**src/source/jump_pkg.sv**
```systemverilog
package jump_pkg;

    // player lanes that share one screen.
    localparam int NUM_PLAYERS = 2;

    // sys_clk cycles per game frame, kept tiny for simulation.
    localparam int TICK_DIV = 8;

    localparam int REFRESH_RATE = 64;  // frames per second.
    localparam int RATE_WIDTH = $clog2(REFRESH_RATE + 1);

    // vertical physics runs in signed units per frame.
    localparam int PHY_WIDTH = 15;
    localparam logic signed [PHY_WIDTH-1:0] MAX_VEL_Y = PHY_WIDTH'(10);

    localparam int X_WIDTH = 8;
    localparam logic [X_WIDTH-1:0] X_MAX = X_WIDTH'(200);
    localparam logic [X_WIDTH-1:0] X_START = X_WIDTH'(100);

    // COLLISION and HOLD are reserved for wall handling.
    typedef enum logic [2:0] {
        IDLE           = 3'd0,
        LEFT           = 3'd1,
        RIGHT          = 3'd2,
        CHARGE         = 3'd3,
        JUMP           = 3'd4,
        COLLISION      = 3'd5,
        FALL_TO_GROUND = 3'd6,
        HOLD           = 3'd7
    } motion_state_e;

    // sprite pose codes as seen by the video side.
    typedef enum logic [2:0] {
        IDLE_DIS_1         = 3'd0,
        IDLE_DIS_2         = 3'd1,
        CHARGE_DIS         = 3'd2,
        JUMP_UP_DIS        = 3'd3,
        JUMP_DOWN_DIS      = 3'd4,
        FALL_TO_GROUND_DIS = 3'd5,
        SAFE_GROUND_DIS    = 3'd6
    } display_pose_e;

endpackage

```
**src/source/frame_tick_gen.sv**
```systemverilog
`timescale 1ns/10ps

module frame_tick_gen (
    input  logic sys_clk,
    input  logic sys_rst_n,
    output logic tick
);

    localparam int CW = $clog2(jump_pkg::TICK_DIV);
    localparam logic [CW-1:0] LAST_CNT = CW'(jump_pkg::TICK_DIV - 1);

    logic [CW-1:0] cnt;

    // tick is registered, so the first pulse lands TICK_DIV cycles after reset.
    always_ff @(posedge sys_clk or negedge sys_rst_n) begin
        if (!sys_rst_n) begin
            cnt  <= '0;
            tick <= 1'b0;
        end else begin
            tick <= (cnt == LAST_CNT);
            if (cnt == LAST_CNT) begin
                cnt <= '0;
            end else begin
                cnt <= cnt + 1'b1;
            end
        end
    end

endmodule

```
**src/source/button_conditioner.sv**
```systemverilog
`timescale 1ns/10ps

module button_conditioner (
    input  logic                             sys_clk,
    input  logic                             sys_rst_n,
    input  logic                             tick,
    input  logic [jump_pkg::NUM_PLAYERS-1:0] btn_left,
    input  logic [jump_pkg::NUM_PLAYERS-1:0] btn_right,
    input  logic [jump_pkg::NUM_PLAYERS-1:0] btn_jump,
    output logic [jump_pkg::NUM_PLAYERS-1:0] cmd_left,
    output logic [jump_pkg::NUM_PLAYERS-1:0] cmd_right,
    output logic [jump_pkg::NUM_PLAYERS-1:0] cmd_jump
);

    localparam int N = jump_pkg::NUM_PLAYERS;
    localparam int W = 3 * N;

    logic [W-1:0] btn_raw;
    logic [W-1:0] sync_q1;
    logic [W-1:0] sync_q2;
    logic [W-1:0] sticky;
    logic [W-1:0] cmd_q;

    // all buttons of all players share one synchroniser bank.
    assign btn_raw = {btn_jump, btn_right, btn_left};

    always_ff @(posedge sys_clk or negedge sys_rst_n) begin
        if (!sys_rst_n) begin
            sync_q1 <= '0;
            sync_q2 <= '0;
        end else begin
            sync_q1 <= btn_raw;
            sync_q2 <= sync_q1;
        end
    end

    // a short press between two ticks is caught by the sticky bits.
    always_ff @(posedge sys_clk or negedge sys_rst_n) begin
        if (!sys_rst_n) begin
            sticky <= '0;
            cmd_q  <= '0;
        end else if (tick) begin
            cmd_q  <= sticky | sync_q2;
            sticky <= sync_q2;  // a held button stays set into the next frame.
        end else begin
            sticky <= sticky | sync_q2;
        end
    end

    assign cmd_left  = cmd_q[N-1:0];
    assign cmd_right = cmd_q[2*N-1:N];
    assign cmd_jump  = cmd_q[3*N-1:2*N];

endmodule

```
**src/source/character_motion.sv**
```systemverilog
`timescale 1ns/10ps

module character_motion (
    input  logic                                 sys_clk,
    input  logic                                 sys_rst_n,
    input  logic                                 frame_tick,
    input  logic                                 cmd_left,
    input  logic                                 cmd_right,
    input  logic                                 cmd_jump,
    output jump_pkg::motion_state_e              char_state,
    output logic signed [jump_pkg::PHY_WIDTH-1:0] vel_y,
    output logic signed [jump_pkg::PHY_WIDTH-1:0] height,
    output logic [jump_pkg::X_WIDTH-1:0]          x_pos
);

    logic signed [jump_pkg::PHY_WIDTH-1:0] charge;
    logic signed [jump_pkg::PHY_WIDTH-1:0] next_height;

    // height one frame ahead if the jump goes on.
    assign next_height = height + vel_y;

    always_ff @(posedge sys_clk or negedge sys_rst_n) begin
        if (!sys_rst_n) begin
            char_state <= jump_pkg::IDLE;
            charge     <= '0;
            vel_y      <= '0;
            height     <= '0;
            x_pos      <= jump_pkg::X_START;
        end else if (frame_tick) begin
            case (char_state)
                jump_pkg::IDLE,
                jump_pkg::LEFT,
                jump_pkg::RIGHT: begin
                    // jump wins over walking when both are held.
                    if (cmd_jump) begin
                        char_state <= jump_pkg::CHARGE;
                        charge     <= 1;
                    end else if (cmd_left) begin
                        char_state <= jump_pkg::LEFT;
                        if (x_pos != '0) begin
                            x_pos <= x_pos - 1'b1;
                        end
                    end else if (cmd_right) begin
                        char_state <= jump_pkg::RIGHT;
                        if (x_pos < jump_pkg::X_MAX) begin
                            x_pos <= x_pos + 1'b1;
                        end
                    end else begin
                        char_state <= jump_pkg::IDLE;
                    end
                end

                jump_pkg::CHARGE: begin
                    if (cmd_jump) begin
                        if (charge < jump_pkg::MAX_VEL_Y) begin
                            charge <= charge + 1'b1;  // charge saturates at MAX_VEL_Y.
                        end
                    end else begin
                        char_state <= jump_pkg::JUMP;
                        vel_y      <= charge;
                    end
                end

                jump_pkg::JUMP: begin
                    if (vel_y < 0 && next_height <= 0) begin
                        // touch down, the ground is at height zero.
                        char_state <= jump_pkg::FALL_TO_GROUND;
                        height     <= '0;
                        vel_y      <= '0;
                    end else begin
                        height <= next_height;
                        vel_y  <= vel_y - 1'b1;  // gravity of one unit per frame.
                    end
                end

                jump_pkg::FALL_TO_GROUND: begin
                    char_state <= jump_pkg::IDLE;
                end

                default: begin
                    // COLLISION and HOLD are not entered without walls.
                    char_state <= jump_pkg::IDLE;
                end
            endcase
        end
    end

endmodule

```
**src/source/character_display.sv**
```systemverilog
`timescale 1ns/10ps

module character_display (
    input  logic                                  sys_clk,
    input  logic                                  sys_rst_n,
    input  logic                                  character_clk,
    input  jump_pkg::motion_state_e               char_state,
    input  logic signed [jump_pkg::PHY_WIDTH-1:0] vel_y,
    output jump_pkg::display_pose_e               char_display_id
);

    localparam int RW = jump_pkg::RATE_WIDTH;
    localparam logic [RW-1:0] IDLE_BREATHE_TIME = RW'(jump_pkg::REFRESH_RATE / 2);
    localparam logic [RW-1:0] FALL_TO_GROUND_TIME = RW'(jump_pkg::REFRESH_RATE);
    localparam logic [RW-1:0] LAST_FRAME = RW'(jump_pkg::REFRESH_RATE - 1);
    localparam logic signed [jump_pkg::PHY_WIDTH-1:0] FALLING_VEL_THRESHOLD =
        -(jump_pkg::MAX_VEL_Y >>> 1);

    logic                                  character_clk_d;
    jump_pkg::motion_state_e               char_state_d;
    logic signed [jump_pkg::PHY_WIDTH-1:0] vel_y_d;
    logic signed [jump_pkg::PHY_WIDTH-1:0] vel_y_delay;
    jump_pkg::display_pose_e               display_state;
    jump_pkg::display_pose_e               next_display_state;
    logic [RW-1:0]                         idle_cnt;
    logic [RW-1:0]                         fall_cnt;

    // inputs are sampled once so the pose lags the motion update by a cycle.
    always_ff @(posedge sys_clk or negedge sys_rst_n) begin
        if (!sys_rst_n) begin
            character_clk_d <= 1'b0;
            char_state_d    <= jump_pkg::IDLE;
            vel_y_d         <= '0;
        end else begin
            character_clk_d <= character_clk;
            char_state_d    <= char_state;
            vel_y_d         <= vel_y;
        end
    end

    // velocity of the previous frame, used to grade the landing.
    always_ff @(posedge sys_clk or negedge sys_rst_n) begin
        if (!sys_rst_n) begin
            vel_y_delay <= '0;
        end else if (character_clk_d) begin
            vel_y_delay <= vel_y_d;
        end
    end

    always_ff @(posedge sys_clk or negedge sys_rst_n) begin
        if (!sys_rst_n) begin
            display_state <= jump_pkg::IDLE_DIS_1;
        end else if (character_clk_d) begin
            display_state <= next_display_state;
        end
    end

    always_comb begin
        next_display_state = jump_pkg::IDLE_DIS_1;
        case (char_state_d)
            jump_pkg::IDLE: begin
                // a landing pose runs out its full hold before breathing resumes.
                if (display_state == jump_pkg::FALL_TO_GROUND_DIS &&
                    fall_cnt < FALL_TO_GROUND_TIME - 1'b1) begin
                    next_display_state = jump_pkg::FALL_TO_GROUND_DIS;
                end else if (display_state == jump_pkg::SAFE_GROUND_DIS &&
                             fall_cnt < FALL_TO_GROUND_TIME - 1'b1) begin
                    next_display_state = jump_pkg::SAFE_GROUND_DIS;
                end else if (vel_y_d > 0) begin
                    next_display_state = jump_pkg::JUMP_UP_DIS;
                end else if (vel_y_d < 0) begin
                    next_display_state = jump_pkg::JUMP_DOWN_DIS;
                end else if (idle_cnt < IDLE_BREATHE_TIME) begin
                    next_display_state = jump_pkg::IDLE_DIS_1;
                end else begin
                    next_display_state = jump_pkg::IDLE_DIS_2;
                end
            end
            jump_pkg::CHARGE: begin
                next_display_state = jump_pkg::CHARGE_DIS;
            end
            jump_pkg::JUMP: begin
                if (vel_y_d > 0) begin
                    next_display_state = jump_pkg::JUMP_UP_DIS;
                end else if (vel_y_d < 0) begin
                    next_display_state = jump_pkg::JUMP_DOWN_DIS;
                end else begin
                    next_display_state = display_state;  // apex keeps the last pose.
                end
            end
            jump_pkg::FALL_TO_GROUND: begin
                if (vel_y_delay == 0) begin
                    next_display_state = display_state;
                end else if (vel_y_delay < FALLING_VEL_THRESHOLD) begin
                    next_display_state = jump_pkg::FALL_TO_GROUND_DIS;
                end else begin
                    next_display_state = jump_pkg::SAFE_GROUND_DIS;
                end
            end
            default: begin
                next_display_state = jump_pkg::IDLE_DIS_1;
            end
        endcase
    end

    assign char_display_id = display_state;

    // free-running breathing phase, one count per frame.
    always_ff @(posedge sys_clk or negedge sys_rst_n) begin
        if (!sys_rst_n) begin
            idle_cnt <= '0;
        end else if (character_clk_d) begin
            idle_cnt <= (idle_cnt == LAST_FRAME) ? '0 : idle_cnt + 1'b1;
        end
    end

    always_ff @(posedge sys_clk or negedge sys_rst_n) begin
        if (!sys_rst_n) begin
            fall_cnt <= '0;
        end else if (character_clk_d) begin
            if (display_state == jump_pkg::FALL_TO_GROUND_DIS ||
                display_state == jump_pkg::SAFE_GROUND_DIS) begin
                fall_cnt <= fall_cnt + 1'b1;
            end else begin
                fall_cnt <= '0;
            end
        end
    end

endmodule

```
**src/source/sprite_frame_packer.sv**
```systemverilog
`timescale 1ns/10ps

module sprite_frame_packer (
    input  logic                                                 sys_clk,
    input  logic                                                 sys_rst_n,
    input  logic                                                 tick,
    input  logic [3*jump_pkg::NUM_PLAYERS-1:0]                   pose_in,
    input  logic [jump_pkg::PHY_WIDTH*jump_pkg::NUM_PLAYERS-1:0] height_in,
    input  logic [jump_pkg::X_WIDTH*jump_pkg::NUM_PLAYERS-1:0]   x_in,
    output logic                                                 frame_valid,
    output logic [3*jump_pkg::NUM_PLAYERS-1:0]                   pose_ids,
    output logic [jump_pkg::PHY_WIDTH*jump_pkg::NUM_PLAYERS-1:0] heights,
    output logic [jump_pkg::X_WIDTH*jump_pkg::NUM_PLAYERS-1:0]   x_positions
);

    logic [1:0] tick_sr;

    // two stages give the pose logic time to settle after the motion step.
    always_ff @(posedge sys_clk or negedge sys_rst_n) begin
        if (!sys_rst_n) begin
            tick_sr     <= '0;
            frame_valid <= 1'b0;
        end else begin
            tick_sr     <= {tick_sr[0], tick};
            frame_valid <= tick_sr[1];
        end
    end

    // frame registers hold between strobes for the video side.
    always_ff @(posedge sys_clk or negedge sys_rst_n) begin
        if (!sys_rst_n) begin
            pose_ids    <= '0;  // IDLE_DIS_1 in every lane.
            heights     <= '0;
            x_positions <= {jump_pkg::NUM_PLAYERS{jump_pkg::X_START}};
        end else if (tick_sr[1]) begin
            pose_ids    <= pose_in;
            heights     <= height_in;
            x_positions <= x_in;
        end
    end

endmodule

```
**src/source/jump_game_top.sv**
```systemverilog
`timescale 1ns/10ps

module jump_game_top (
    input  logic                                                 sys_clk,
    input  logic                                                 sys_rst_n,
    input  logic [jump_pkg::NUM_PLAYERS-1:0]                     btn_left,
    input  logic [jump_pkg::NUM_PLAYERS-1:0]                     btn_right,
    input  logic [jump_pkg::NUM_PLAYERS-1:0]                     btn_jump,
    output logic                                                 frame_valid,
    output logic [3*jump_pkg::NUM_PLAYERS-1:0]                   pose_ids,
    output logic [jump_pkg::PHY_WIDTH*jump_pkg::NUM_PLAYERS-1:0] heights,
    output logic [jump_pkg::X_WIDTH*jump_pkg::NUM_PLAYERS-1:0]   x_positions
);

    localparam int PW = jump_pkg::PHY_WIDTH;
    localparam int XW = jump_pkg::X_WIDTH;

    logic                                 tick;
    logic [jump_pkg::NUM_PLAYERS-1:0]     cmd_left;
    logic [jump_pkg::NUM_PLAYERS-1:0]     cmd_right;
    logic [jump_pkg::NUM_PLAYERS-1:0]     cmd_jump;
    logic [3*jump_pkg::NUM_PLAYERS-1:0]   pose_all;
    logic [PW*jump_pkg::NUM_PLAYERS-1:0]  height_all;
    logic [XW*jump_pkg::NUM_PLAYERS-1:0]  x_all;

    frame_tick_gen u_tick_gen (
        .sys_clk   (sys_clk),
        .sys_rst_n (sys_rst_n),
        .tick      (tick)
    );

    button_conditioner u_buttons (
        .sys_clk   (sys_clk),
        .sys_rst_n (sys_rst_n),
        .tick      (tick),
        .btn_left  (btn_left),
        .btn_right (btn_right),
        .btn_jump  (btn_jump),
        .cmd_left  (cmd_left),
        .cmd_right (cmd_right),
        .cmd_jump  (cmd_jump)
    );

    // one motion and pose pair per player lane.
    for (genvar i = 0; i < jump_pkg::NUM_PLAYERS; i++) begin : g_player
        jump_pkg::motion_state_e char_state;
        logic signed [PW-1:0]    vel_y;

        character_motion u_motion (
            .sys_clk    (sys_clk),
            .sys_rst_n  (sys_rst_n),
            .frame_tick (tick),
            .cmd_left   (cmd_left[i]),
            .cmd_right  (cmd_right[i]),
            .cmd_jump   (cmd_jump[i]),
            .char_state (char_state),
            .vel_y      (vel_y),
            .height     (height_all[i*PW +: PW]),
            .x_pos      (x_all[i*XW +: XW])
        );

        character_display u_display (
            .sys_clk         (sys_clk),
            .sys_rst_n       (sys_rst_n),
            .character_clk   (tick),
            .char_state      (char_state),
            .vel_y           (vel_y),
            .char_display_id (pose_all[i*3 +: 3])
        );
    end

    sprite_frame_packer u_packer (
        .sys_clk     (sys_clk),
        .sys_rst_n   (sys_rst_n),
        .tick        (tick),
        .pose_in     (pose_all),
        .height_in   (height_all),
        .x_in        (x_all),
        .frame_valid (frame_valid),
        .pose_ids    (pose_ids),
        .heights     (heights),
        .x_positions (x_positions)
    );

endmodule

```
**config.mk**
```make
export PLATFORM = sky130hd
export DESIGN_NAME = jump_game_top
export DESIGN_NICKNAME = d
export VERILOG_FILES = /design/src/source/jump_pkg.sv /design/src/source/frame_tick_gen.sv /design/src/source/button_conditioner.sv /design/src/source/character_motion.sv /design/src/source/character_display.sv /design/src/source/sprite_frame_packer.sv /design/src/source/jump_game_top.sv
export SDC_FILE = /design/constraint.sdc
export NUM_CORES = 1
export LEC_CHECK = 0
export BUFFER_PORTS_ARGS = -buffer_cell sky130_fd_sc_hd__buf_2
export CAP_MARGIN = 20
export CORE_MARGIN = 5
export CORE_UTILIZATION = 50
export DETAILED_ROUTE_END_ITERATION = 16
export HOLD_SLACK_MARGIN = 0.05
export PLACE_DENSITY = 0.67
export SLEW_MARGIN = 5
export SYNTH_ARGS = -nofsm -noshare
export SYNTH_HDL_FRONTEND = slang
export SYNTH_SLANG_ARGS = --single-unit
```
**constraint.sdc**
```tcl
create_clock -name sys_clk -period 3.75 [get_ports sys_clk]
set_input_delay 0.375 -clock sys_clk [delete_from_list [all_inputs] [get_ports sys_clk]]
set_output_delay 0.375 -clock sys_clk [all_outputs]
set_load 0.05 [all_outputs]
```
==> metrics.csv <==
stage;metric;value;unit
status;status;completed;
sta;worst-margin pin slew;1008;ps
logic_synthesis;Main synth FF type;dfrtp_1;
sta;Final Hold Viols;0;
cts;clk sinks;295;
floorplan;core area;28780;sq um
logic_synthesis;Synth Area in Compound Gates;0.1590;
critical_path;reg2reg setup slack;260;ps
place;Post-DP Area;15310;sq um
logic_synthesis;Synth Area in Adders;0.04840;
critical_path;Reg2Reg Depth;12;
critical_path;crit path cell chain;ha_1 > inv_1 > fa_1 > nand2b_1 > a21oi_1 > o21ai_1 > nand4b_1 > a31oi_1 > mux2i_2 > nand3_4 > o41ai_1 > a22o_1;
power;Clk pwr share;0.522;
critical_path;CP startpoint kind;register;
run;max_cap viols;0;
logic_synthesis;Synth Warn #;0;
drt;drt via density;5.875;
place;DP HPWL;23.01;mm
cells_and_area;Antenna diodes;0;
logic_synthesis;largest family of logic cells by synthesized area;compound AO/OA/AOI/OAI gates;
logic_synthesis;Mapped Cells;1383;
logic_synthesis;syn_nets;1445;
logic_synthesis;top cells by count, synth;dfrtp_1 (283), nand2_1 (111), o21ai_0 (103);
sta;min cycle time layout;3488;ps
sta;setup TNS after final layout;0;ps
sta;Achievable Freq;0.2867;GHz
power;maximum vdd drop;262.7;uV
logic_synthesis;Avg Cell Area, Syn;10.54;sq um
sta;Max Slew Vio Count;0;
global_route;grt total ovfl;0;
worst_hold_path;worst min-delay path category;register to register;
drt;DRT Wirelength;32.83;mm
global_route;GRT Total Usage;0.2010;
floorplan;Core Rows;62;
place;GPL Wtd Cong;0.9005;
floorplan;starting density of the core;0.5066;
drt;via count;10940;
global_route;pin count of the biggest net entering global routing;113;
cts;clk_lat worst skew;510;ps
logic_synthesis;Simple-Gate Fraction of Synth Area;0.1467;
drt;WL per Instance;17.63;microns
cells_and_area;Final #Nets;1514;
global_route;vias in the first global route;10850;
sta;slew margin rel.;0.3256;
floorplan;Die Footprint;32680;sq um
power;power share of the combinational group;0.015;
cts;number of CTS-inserted buffers;35;
critical_path;worst path required time;4190;ps
logic_synthesis;mapped cell area;14580;sq um
sta;Final setup viols;0;
place;port bufs;60;
critical_path;slowest stage delay, CP;460;ps
sta;RSZ-0062 raised after global routing;false;
floorplan;DIE WIDTH;180.8;microns
global_route;first-pass GRT wire length;55.66;mm
cts;H-Tree Depth;2;
critical_path;start point of the critical path;g_player[0].u_motion.height[0]$_DFFE_PN0P_;
critical_path;reg2reg end;g_player[0].u_motion.vel_y[4]$_DFFE_PN0P_;
power;pwr dens;417.5;nW/um^2
cells_and_area;post-route cell area;16650;sq um
logic_synthesis;Yosys cell types;77;
floorplan;Die H;180.8;microns
drt;DR iter-0 viols;846;
power;Net Sw Frac;0.2072;
logic_synthesis;post-synth top area share;0.4857;
power;Net Sw Power;1.440;mW
critical_path;Critical Path Sink Type;register;
power;Lkg Pwr;7.844;nW
drt;residual DRC count;0;
cts;TritonCTS clock tree;yes;
cells_and_area;share of cells above drive strength 1;0.1793;
logic_synthesis;Synth area leaders;dfrtp_1 (49%), mux2_2 (7.3%), ha_1 (4.3%);
drt;drt pass-1 iters;5;
critical_path;CP max stage cell;a31oi_1;
logic_synthesis;post-synthesis xor/xnor area fraction;0.03364;
cts;clk buf depth;3;
logic_synthesis;largest area contributor in the netlist;dfrtp_1;
critical_path;Worst R2R Start;g_player[0].u_motion.height[0]$_DFFE_PN0P_;
critical_path;Critical Path Sink;g_player[0].u_motion.vel_y[4]$_DFFE_PN0P_;
cts;clock root buffer;clkbuf_16;
logic_synthesis;post-synthesis sequential area ratio;0.5073;
sta;crit share post-route;0.9302;
critical_path;Setup CP Type;register to register;
critical_path;critical path fanouts, max;22;
sta;Final Skew;11.87;ps
logic_synthesis;Post-synth EDFFs;0;
drt;DRT antenna net count;0;
logic_synthesis;most frequent cell after synthesis;dfrtp_1;
floorplan;Ports;61;
logic_synthesis;mux share of post-synthesis cell area;0.07886;
logic_synthesis;Seq cells post-synth;295;
global_route;antenna violations before repair;0;
cts;Setup Fix Bufs, Post-CTS;0;
logic_synthesis;asr flop ratio synth;1.000;
power;sequential power share;0.462;
cts;clock-pin slew on the worst setup and hold paths;60;ps
critical_path;critical path arrival;3930;ps
cells_and_area;Area Overhead vs Synth;14.17;%
power;internal power;5.510;mW
[kinds of logic (layout without fill, tap and decap cells)]
family / after synthesis / after routing
AO/OA/AOI/OAI: 353 / 353
XOR/XNOR: 56 / 56
adder cells (fa/ha/maj): 54 / 54
buffers and inverters: 96 / 191
flip-flops: 295 / 295
multiplexers: 103 / 103
AND/OR/NAND/NOR: 426 / 426
[per-stage QoR]
| step | power, mW | hold WS, ps | utilization | worst slack, ps | instances |
|---|---|---|---|---|---|
| 3_5_place_dp | 3.374 | 341.0 | 0.5320 | 191.2 | 1792 |
| 3_3_place_gp | 3.372 | 333.1 | 0.5320 | 326.5 | 1792 |
| 4_1_cts | 7.032 | 354.4 | 0.5780 | 139.9 | 1862 |
| 2_1_floorplan | 3.288 | 79.41 | - | 817.3 | 1383 |
| 5_1_grt | 7.182 | 359.4 | 0.5784 | 5.998 | 1862 |
| 6_report | 6.949 | 345.7 | 0.5784 | 261.9 | 1862 |
[how the worst min path moves through the flow]
stage,from,endpoint,cells after the start
final,u_buttons.sync_q1[4]$_DFF_PN0_,u_buttons.sync_q2[4]$_DFF_PN0_,0
after global routing,u_buttons.sync_q1[4]$_DFF_PN0_,u_buttons.sync_q2[4]$_DFF_PN0_,0
after CTS,u_buttons.sync_q1[4]$_DFF_PN0_,u_buttons.sync_q2[4]$_DFF_PN0_,0
after detailed placement,u_buttons.sync_q1[4]$_DFF_PN0_,u_buttons.sync_q2[4]$_DFF_PN0_,0
after global placement,u_buttons.sync_q1[4]$_DFF_PN0_,u_buttons.sync_q2[4]$_DFF_PN0_,0
after floorplan,sys_rst_n,g_player[0].u_display.char_display_id[0]$_DFFE_PN0P_,0
[critical path: cells and delay by family (launching register included)]
family / cells / cell delay [ps]
fa+ha+maj: 2 / 430
compound gates: 5 / 1520
flops: 1 / 400
buf+inv: 1 / 70
mux: 1 / 400
simple gates: 3 / 600
[cell usage in the layout (no fill, tap or decap), drive strengths merged, types with 26 or more instances in the layout]
cell type,n
nand2,111
clkbuf,43
nor2,93
a21oi,67
o21ai,108
nand4,38
xnor2,32
nor3,29
buf,77
ha,50
inv,46
o31ai,26
nand3,35
dfrtp,283
mux2,95
[timing repair]
action | 4_1_cts | 5_1_grt
resized for setup | 0 | 2
hold buffers | 7 | 0
hold endpoints to repair | 113 | 0
setup endpoints to repair | 0 | 9
[final cells by class]
type,count,area (sq um)
multi-input combinational,992,6814
tap,384,480.5
sequential,295,7400
clock buffer,43,978.4
clock inverter,20,275.3
timing repair buffer,84,533.0
inverter,44,165.2
fill,2395,12130
[state kept, by name (all words and copies together) (netlist names), 14 cells and up]
register,flops
g_player.u_motion.height,30
g_player.u_display.fall_cnt,14
g_player.u_motion.x_pos,16
g_player.u_motion.charge,30
u_packer.heights,30
g_player.u_display.idle_cnt,14
g_player.u_display.vel_y_delay,30
g_player.u_display.vel_y_d,30
g_player.u_motion.vel_y,30
u_packer.x_positions,16
[metal layers]
metal / part of all wire / track usage
met5: 0 / 0
met4: 0.024 / 0.06019
met3: 0.043 / 0.02956
met2: 0.45 / 0.3114
met1: 0.48 / 0.2959
[power by group through the flow]
| stage | clock (mW) | sequential (mW) | combinational (mW) |
|---|---|---|---|
| 2_1_floorplan | 0 | 3.27 | 0.0213 |
| 3_3_place_gp | 0 | 3.27 | 0.103 |
| 3_5_place_dp | 0 | 3.27 | 0.104 |
| 4_1_cts | 3.71 | 3.21 | 0.111 |
| 5_1_grt | 3.84 | 3.21 | 0.126 |
| 6_report | 3.63 | 3.21 | 0.105 |
Note: power is estimated with default switching activity, not from simulation.
